===== src/design/ptw_pkg.sv =====
/*
 * Sv39 page-table walker shared definitions
 * - address, PTE and identifier types
 * - walk level, walk state and PTE class enums
 * - PTE flag positions and walk field widths
 */

`default_nettype none

package ptw_pkg;

    // bus and identifier widths
    localparam int unsigned PlenWidth  = 56;
    localparam int unsigned IovaWidth  = 39;
    localparam int unsigned PpnWidth   = 44;
    localparam int unsigned PteWidth   = 64;
    localparam int unsigned PscidWidth = 20;

    // page offset and per-level vpn slice
    localparam int unsigned PageOffsetW  = 12;
    localparam int unsigned VpnSliceW    = 9;
    // entries are 8 bytes
    localparam int unsigned PteBytesLog2 = 3;
    localparam int unsigned VpnWidth     = IovaWidth - PageOffsetW;

    // pte flag bit positions
    localparam int unsigned PteV = 0;
    localparam int unsigned PteR = 1;
    localparam int unsigned PteW = 2;
    localparam int unsigned PteX = 3;
    localparam int unsigned PteU = 4;
    localparam int unsigned PteG = 5;
    localparam int unsigned PteA = 6;
    localparam int unsigned PteD = 7;
    // ppn field of the pte
    localparam int unsigned PpnLsb = 10;
    localparam int unsigned PpnMsb = PpnLsb + PpnWidth - 1;

    typedef logic [PlenWidth-1:0]  plen_t;
    typedef logic [IovaWidth-1:0]  iova_t;
    typedef logic [PpnWidth-1:0]   ppn_t;
    typedef logic [VpnWidth-1:0]   vpn_t;
    typedef logic [PteWidth-1:0]   pte_t;
    typedef logic [PscidWidth-1:0] pscid_t;

    // LVL1 is the 1G root table, LVL3 holds 4K leaves
    typedef enum logic [1:0] {
        LVL1,
        LVL2,
        LVL3
    } ptw_lvl_e;

    typedef enum logic [2:0] {
        IDLE,
        WAIT_GRANT,
        PTE_LOOKUP,
        PROPAGATE_ERROR
    } ptw_state_e;

    typedef enum logic [1:0] {
        PTE_LEAF,
        PTE_POINTER,
        PTE_FAULT
    } pte_kind_e;

endpackage

`default_nettype wire


===== src/design/ptw_ctrl.sv =====
/*
 * Walk FSM of the Sv39 page-table walker
 * - miss capture and memory request sequencing
 * - per-entry decision: next level, IOTLB update or fault
 */

`timescale 1ns/1ps
`default_nettype none

module ptw_ctrl (
    input  logic                 clk_i,
    input  logic                 rst_ni,
    input  logic                 iotlb_access_i,
    input  logic                 iotlb_hit_i,
    input  logic                 mem_gnt_i,
    input  logic                 pte_valid_i,
    input  ptw_pkg::pte_kind_e   pte_kind_i,
    input  logic                 is_last_lvl_i,
    output logic                 mem_req_o,
    output logic                 capture_o,
    output logic                 advance_o,
    output logic                 update_o,
    output logic                 ptw_error_o,
    output logic                 ptw_active_o
);
    import ptw_pkg::*;

    ptw_state_e state_q, state_d;
    logic       mem_req_q;
    logic       miss;

    // a lookup in the IOTLB that missed
    assign miss = iotlb_access_i & ~iotlb_hit_i;

    assign ptw_active_o = (state_q != IDLE);
    assign mem_req_o    = mem_req_q;

    always_comb begin
        state_d     = state_q;
        capture_o   = 1'b0;
        advance_o   = 1'b0;
        update_o    = 1'b0;
        ptw_error_o = 1'b0;

        case (state_q)
            // only here is a miss taken, busy misses are dropped
            IDLE: begin
                if (miss) begin
                    capture_o = 1'b1;
                    state_d   = WAIT_GRANT;
                end
            end
            // request held until the grant cycle
            WAIT_GRANT: begin
                if (mem_gnt_i) begin
                    state_d = PTE_LOOKUP;
                end
            end
            // wait for the registered entry, then decide in the same cycle
            PTE_LOOKUP: begin
                if (pte_valid_i) begin
                    case (pte_kind_i)
                        PTE_LEAF: begin
                            update_o = 1'b1;
                            state_d  = IDLE;
                        end
                        PTE_POINTER: begin
                            advance_o = 1'b1;
                            state_d   = WAIT_GRANT;
                        end
                        default: begin
                            state_d = PROPAGATE_ERROR;
                        end
                    endcase
                end
            end
            // one-cycle fault pulse
            PROPAGATE_ERROR: begin
                ptw_error_o = 1'b1;
                state_d     = IDLE;
            end
            default: begin
                state_d = IDLE;
            end
        endcase
    end

    always_ff @(posedge clk_i or negedge rst_ni) begin
        if (!rst_ni) begin
            state_q   <= IDLE;
            mem_req_q <= 1'b0;
        end else begin
            state_q   <= state_d;
            // request follows the state, asserted on entry to WAIT_GRANT
            mem_req_q <= (state_d == WAIT_GRANT);
        end
    end

    // an entry only comes back while the FSM waits for one
    rsp_in_lookup_a: assert property (@(posedge clk_i) disable iff (!rst_ni)
        pte_valid_i |-> (state_q == PTE_LOOKUP));

    // a pointer out of the 4K table is classified as a fault upstream
    no_ptr_at_last_lvl_a: assert property (@(posedge clk_i) disable iff (!rst_ni)
        (pte_valid_i && (pte_kind_i == PTE_POINTER)) |-> !is_last_lvl_i);

endmodule

`default_nettype wire


===== src/design/ptw_ptr_gen.sv =====
/*
 * PTE pointer generator
 * - captured IOVA and PSCID of the walk
 * - current walk level
 * - root and next-level PTE address arithmetic
 */

`timescale 1ns/1ps
`default_nettype none

module ptw_ptr_gen (
    input  logic               clk_i,
    input  logic               rst_ni,
    input  logic               capture_i,
    input  logic               advance_i,
    input  ptw_pkg::iova_t     req_iova_i,
    input  ptw_pkg::pscid_t    pscid_i,
    input  ptw_pkg::ppn_t      iosatp_ppn_i,
    input  ptw_pkg::pte_t      pte_i,
    output ptw_pkg::plen_t     mem_addr_o,
    output ptw_pkg::ptw_lvl_e  lvl_o,
    output logic               is_last_lvl_o,
    output ptw_pkg::iova_t     iova_o,
    output ptw_pkg::pscid_t    pscid_o
);
    import ptw_pkg::*;

    ptw_lvl_e              lvl_q;
    iova_t                 iova_q;
    pscid_t                pscid_q;
    plen_t                 pptr_q;
    ppn_t                  pte_ppn;
    logic [VpnSliceW-1:0]  next_slice;

    // next table base from the pointer entry
    assign pte_ppn = pte_i[PpnMsb:PpnLsb];

    // VPN[1] after the root table, VPN[0] after the second
    always_comb begin
        if (lvl_q == LVL1) begin
            next_slice = iova_q[PageOffsetW+VpnSliceW +: VpnSliceW];
        end else begin
            next_slice = iova_q[PageOffsetW +: VpnSliceW];
        end
    end

    always_ff @(posedge clk_i or negedge rst_ni) begin
        if (!rst_ni) begin
            lvl_q <= LVL1;
        end else if (capture_i) begin
            lvl_q <= LVL1;
        end else if (advance_i) begin
            lvl_q <= (lvl_q == LVL1) ? LVL2 : LVL3;
        end
    end

    always_ff @(posedge clk_i) begin
        if (capture_i) begin
            iova_q  <= req_iova_i;
            pscid_q <= pscid_i;
            // root entry indexed by VPN[2]
            pptr_q  <= {iosatp_ppn_i, req_iova_i[PageOffsetW+2*VpnSliceW +: VpnSliceW],
                        {PteBytesLog2{1'b0}}};
        end else if (advance_i) begin
            pptr_q  <= {pte_ppn, next_slice, {PteBytesLog2{1'b0}}};
        end
    end

    assign mem_addr_o    = pptr_q;
    assign lvl_o         = lvl_q;
    assign is_last_lvl_o = (lvl_q == LVL3);
    assign iova_o        = iova_q;
    assign pscid_o       = pscid_q;

    // controller must not step past the 4K table
    no_advance_at_lvl3_a: assert property (@(posedge clk_i) disable iff (!rst_ni)
        advance_i |-> (lvl_q != LVL3));

endmodule

`default_nettype wire


===== src/design/pte_check.sv =====
/*
 * PTE response capture and classification
 * - registered read data and read valid
 * - leaf, pointer or fault decision per Sv39 rules
 */

`timescale 1ns/1ps
`default_nettype none

module pte_check (
    input  logic                clk_i,
    input  logic                rst_ni,
    input  logic                mem_rvalid_i,
    input  ptw_pkg::pte_t       mem_rdata_i,
    input  ptw_pkg::ptw_lvl_e   lvl_i,
    output ptw_pkg::pte_t       pte_o,
    output logic                pte_valid_o,
    output ptw_pkg::pte_kind_e  pte_kind_o
);
    import ptw_pkg::*;

    pte_t  rdata_q;
    logic  rvalid_q;
    ppn_t  ppn;
    logic  is_leaf;
    logic  bad_encoding;
    logic  misaligned;
    logic  bad_pointer;
    logic  bad_upper;

    always_ff @(posedge clk_i or negedge rst_ni) begin
        if (!rst_ni) begin
            rvalid_q <= 1'b0;
        end else begin
            rvalid_q <= mem_rvalid_i;
        end
    end

    // entry held until the next response
    always_ff @(posedge clk_i) begin
        if (mem_rvalid_i) begin
            rdata_q <= mem_rdata_i;
        end
    end

    assign ppn     = rdata_q[PpnMsb:PpnLsb];
    assign is_leaf = rdata_q[PteR] | rdata_q[PteX];

    // V clear, or writable without readable
    assign bad_encoding = ~rdata_q[PteV] | (rdata_q[PteW] & ~rdata_q[PteR]);

    // superpage leaves need the low ppn bits clear
    always_comb begin
        misaligned = 1'b0;
        if (is_leaf) begin
            case (lvl_i)
                LVL1:    misaligned = |ppn[2*VpnSliceW-1:0];
                LVL2:    misaligned = |ppn[VpnSliceW-1:0];
                default: misaligned = 1'b0;
            endcase
        end
    end

    // A, D and U are reserved on pointers, and LVL3 cannot point further
    assign bad_pointer = ~is_leaf &
        (rdata_q[PteA] | rdata_q[PteD] | rdata_q[PteU] | (lvl_i == LVL3));

    // nothing may sit above the 44-bit ppn
    assign bad_upper = |rdata_q[PteWidth-1:PpnMsb+1];

    always_comb begin
        if (bad_encoding || misaligned || bad_pointer || bad_upper) begin
            pte_kind_o = PTE_FAULT;
        end else if (is_leaf) begin
            pte_kind_o = PTE_LEAF;
        end else begin
            pte_kind_o = PTE_POINTER;
        end
    end

    assign pte_o       = rdata_q;
    assign pte_valid_o = rvalid_q;

endmodule

`default_nettype wire


===== src/design/iotlb_update_gen.sv =====
/*
 * IOTLB update field generation
 * - global-mapping accumulator over the walk
 * - VPN, content and page size of the update
 */

`timescale 1ns/1ps
`default_nettype none

module iotlb_update_gen (
    input  logic               clk_i,
    input  logic               rst_ni,
    input  logic               capture_i,
    input  logic               pte_valid_i,
    input  ptw_pkg::pte_t      pte_i,
    input  ptw_pkg::ptw_lvl_e  lvl_i,
    input  ptw_pkg::iova_t     iova_i,
    output ptw_pkg::vpn_t      up_vpn_o,
    output ptw_pkg::pte_t      up_content_o,
    output logic               up_is_2m_o,
    output logic               up_is_1g_o
);
    import ptw_pkg::*;

    logic global_q;

    // sticky G over every entry read in this walk
    always_ff @(posedge clk_i or negedge rst_ni) begin
        if (!rst_ni) begin
            global_q <= 1'b0;
        end else if (capture_i) begin
            global_q <= 1'b0;
        end else if (pte_valid_i && pte_i[PteG]) begin
            global_q <= 1'b1;
        end
    end

    // leaf's own G is folded in directly, its register update comes a cycle late
    always_comb begin
        up_content_o       = pte_i;
        up_content_o[PteG] = global_q | pte_i[PteG];
    end

    assign up_vpn_o   = iova_i[IovaWidth-1:PageOffsetW];
    // leaf level gives the page size
    assign up_is_2m_o = (lvl_i == LVL2);
    assign up_is_1g_o = (lvl_i == LVL1);

endmodule

`default_nettype wire


===== src/design/iommu_ptw_top.sv =====
/*
 * Sv39 IOMMU page-table walker top level
 * - walk FSM, pointer generator, PTE check and update generator
 */

`timescale 1ns/1ps
`default_nettype none

module iommu_ptw_top (
    input  logic             clk_i,
    input  logic             rst_ni,
    // IOTLB miss
    input  logic             iotlb_access_i,
    input  logic             iotlb_hit_i,
    input  ptw_pkg::iova_t   req_iova_i,
    input  ptw_pkg::pscid_t  pscid_i,
    input  ptw_pkg::ppn_t    iosatp_ppn_i,
    // memory read port
    output logic             mem_req_o,
    output ptw_pkg::plen_t   mem_addr_o,
    input  logic             mem_gnt_i,
    input  logic             mem_rvalid_i,
    input  ptw_pkg::pte_t    mem_rdata_i,
    // IOTLB update
    output logic             update_o,
    output ptw_pkg::vpn_t    up_vpn_o,
    output ptw_pkg::pscid_t  up_pscid_o,
    output ptw_pkg::pte_t    up_content_o,
    output logic             up_is_2m_o,
    output logic             up_is_1g_o,
    // status
    output logic             ptw_error_o,
    output logic             ptw_active_o
);
    import ptw_pkg::*;

    logic       capture;
    logic       advance;
    logic       pte_valid;
    pte_kind_e  pte_kind;
    logic       is_last_lvl;
    ptw_lvl_e   lvl;
    iova_t      iova;
    pte_t       pte;

    ptw_ctrl i_ctrl (
        .clk_i, .rst_ni, .iotlb_access_i, .iotlb_hit_i, .mem_gnt_i,
        .pte_valid_i(pte_valid), .pte_kind_i(pte_kind), .is_last_lvl_i(is_last_lvl),
        .mem_req_o, .capture_o(capture), .advance_o(advance),
        .update_o, .ptw_error_o, .ptw_active_o
    );

    ptw_ptr_gen i_ptr_gen (
        .clk_i, .rst_ni, .capture_i(capture), .advance_i(advance),
        .req_iova_i, .pscid_i, .iosatp_ppn_i, .pte_i(pte),
        .mem_addr_o, .lvl_o(lvl), .is_last_lvl_o(is_last_lvl),
        .iova_o(iova), .pscid_o(up_pscid_o)
    );

    pte_check i_pte_check (
        .clk_i, .rst_ni, .mem_rvalid_i, .mem_rdata_i, .lvl_i(lvl),
        .pte_o(pte), .pte_valid_o(pte_valid), .pte_kind_o(pte_kind)
    );

    iotlb_update_gen i_update_gen (
        .clk_i, .rst_ni, .capture_i(capture), .pte_valid_i(pte_valid),
        .pte_i(pte), .lvl_i(lvl), .iova_i(iova),
        .up_vpn_o, .up_content_o, .up_is_2m_o, .up_is_1g_o
    );

endmodule

`default_nettype wire


===== config.mk =====
export PLATFORM = sky130hd
export DESIGN_NAME = iommu_ptw_top
export DESIGN_NICKNAME = d
export VERILOG_FILES = /design/src/design/ptw_pkg.sv /design/src/design/ptw_ctrl.sv /design/src/design/ptw_ptr_gen.sv /design/src/design/pte_check.sv /design/src/design/iotlb_update_gen.sv /design/src/design/iommu_ptw_top.sv
export SDC_FILE = /design/constraint.sdc
export NUM_CORES = 1
export LEC_CHECK = 0
export ABC_CLOCK_PERIOD_IN_PS = 10100
export BUFFER_PORTS_ARGS = -buffer_cell sky130_fd_sc_hd__clkbuf_2
export CORE_AREA = 2 2 136 138
export CTS_CLUSTER_SIZE = 12
export DETAILED_ROUTE_END_ITERATION = 8
export DIE_AREA = 0 0 138 140
export PLACE_DENSITY_LB_ADDON = 0.2
export SLEW_MARGIN = 5
export SYNTH_ARGS = -nofsm -noshare
export SYNTH_HDL_FRONTEND = slang
export SYNTH_HIERARCHICAL = 1
export SYNTH_SLANG_ARGS = --single-unit

===== constraint.sdc =====
create_clock -name clk_i -period 10.1 [get_ports clk_i]
set_input_delay 0 -clock clk_i [delete_from_list [all_inputs] [get_ports clk_i]]
set_output_delay 0 -clock clk_i [all_outputs]
set_load 0.005 [all_outputs]

==> results.tsv <==
metric	value	unit
DRT iter0 DRCs	161	
Post-Syn Area per Cell	17.0	um2
part of the power in registers	52.0	%
number of global-route vias before repair	5005	
Slew headroom	41.8	%
Layout Skew	8.70	ps
die area	19300	um2
Final Worst Setup Slack	6790	ps
status	finished clean	
share of cells above drive strength 1	49.1	%
io pins	346	
CTS Buf Count	17	
core area	17800	um2
WP data required	10180	ps
LEAKAGE	4.35	nW
count of input and output buffers	330	
detailed placer's ending HPWL	11.7	mm
Skew-Pair Late Insertion Delay	420	ps
fmax	302	MHz
CTS tree	done	
largest net degree at the start of global routing	77	
vias	4735	
Tot GR Track Use	17.9	%
num rows	49	
pwr dens	158	nW/um2
clock power share	37.6	%
Pint	0.00127	W
Post-Route WL	17.6	mm
grt ovf	0	
setup violators final	0	
final antenna-violating net count	0	
Slew @ Worst Pin	872	ps
final hold vios	0	
Root Buffer	clkbuf_16	
antenna cells	0	
die height	140	um
post-CTS setup buffer count	0	
DRT Pass-1 Iters	4	
DRC viols	0	
Routability Congestion	0.783	
setup_tns	0	ps
arrival time at the worst endpoint	3400	ps
WL per Instance	16.6	um
Final Util	57.9	%
CP Class	register to register	
DR vias/cell	4.47	
pre-CTS WS	6710	ps
Syn Std Cell Area	6940	um2
hold slack	15.8	ps
CTS max path bufs	2	
worst hold path class	primary input to register	
CP Launch Type	register	
Mapped Cells	409	
logic gate share of total power	10.4	%
max-slew violation count	0	
Max IR drop VDD	0.111	mV
Starting Density	39.0	%
synth warn	6	
Pwr Total	0.00163	W
PostCTS Resize Cnt	0	
nets	991	
initial antenna violation count	0	
switching portion of total power	21.9	%
CTS H-Tree Depth	4	
Sw Pwr	0.000357	W
RSZ-0062 raised after global routing	no	
Clock Sinks	172	
MaxCap Viol Count	0	
crit end category	register	
crit-path max FO	29	
Tmin final	3310	ps
Die W	138	um
area growth from synthesis to layout	48.2	%
clock-pin slew on the worst setup and hold paths	70	ps
first-pass GRT wire length	26.7	mm
fin crit share	32.8	%
[layer usage]
layer / wire [um] / GRT usage [%] / vias to the layer above
li1: - / - / 2245
met1: 6570 / 19.4 / 2237
met5: 0 / 0 / -
met2: 9380 / 32.3 / 213
met4: 595 / 8.70 / 0
met3: 1060 / 5.06 / 40
[critical path, cell delays in order, from the launching register on]
cell and delay, ps:
dfrtp_1 750, o21ai_0 210, a221oi_2 270, o31ai_1 170, nor3b_1 390, or2_2 710
buf_4 460
[flip-flops by register name, indices dropped and copies added (netlist names), 2 cells and up]
signal / flops
i_ptr_gen/lvl_o: 2
i_ctrl/state_q: 3
i_pte_check/pte_o: 64
i_ptr_gen/iova_o: 27
i_ptr_gen/mem_addr_o: 53
i_ptr_gen/pscid_o: 20
[path summary, 6_finish.rpt]
kind,from,end,slack (ps),cells past startpoint
worst max-delay path,i_ptr_gen/lvl_o[0],i_ptr_gen/mem_addr_o[21],6790,6
worst min-delay path,iotlb_hit_i,i_ctrl/state_q[0],20,4
worst max register to register,i_ptr_gen/lvl_o[0],i_ptr_gen/mem_addr_o[21],6790,6
worst min register to register,i_update_gen/global_q,i_update_gen/global_q,500,2
max in group asynchronous,rst_ni,i_update_gen/global_q,9250,3
min in group asynchronous,rst_ni,i_pte_check/pte_valid_o,570,3
[power groups by stage]
| stage | clock (W) | sequential [W] | combinational (W) |
|---|---|---|---|
| 5_1_grt | 0.000662 | 0.000849 | 0.000184 |
| 3_3_place_gp | 0 | 0.000859 | 0.000119 |
| 3_5_place_dp | 0 | 0.000861 | 0.000121 |
| 4_1_cts | 0.000631 | 0.000845 | 0.000171 |
| 2_1_floorplan | 0 | 0.000857 | 0.0000711 |
| 6_report | 0.000612 | 0.000845 | 0.000169 |
[timing repair]
| item | CTS | global route |
|---|---|---|
| hold endpoints to repair | 172 | 0 |
| hold buffers | 157 | 0 |
| endpoints found under the setup margin | 0 | 0 |
[metrics by stage]
stage | instances | instance area [um2]
final | 1060 | 10300
after global routing | 1060 | 10300
after CTS | 1060 | 10300
after detailed placement | 871 | 8170
after global placement | 871 | 8170
after floorplan | 411 | 6950
[cell type report]
| type | count | area (um2) |
|---|---|---|
| Timing Repair Buffer | 491 | 3250 |
| Sequential cell | 172 | 5120 |
| Multi-Input combinational cell | 124 | 1030 |
| Fill cell | 1427 | 7490 |
| Inverter | 12 | 45.0 |
| Clock buffer | 18 | 429 |
| Clock inverter | 14 | 119 |
| Tap cell | 229 | 287 |
[cells in the final DEF (no fill, tap or decap), types with 4 or more instances in the layout]
master,count
clkbuf_2,329
clkbuf_16,17
mux2_1,6
nand2_1,12
buf_4,4
o311ai_1,9
mux2_2,38
dlygate4sd3_1,157
nor2_1,11
nor3_1,4
conb_1,4
dfrtp_1,8
edfxtp_1,164
inv_1,12
or4b_1,9
No activity file was read; power rests on OpenSTA's default activity.
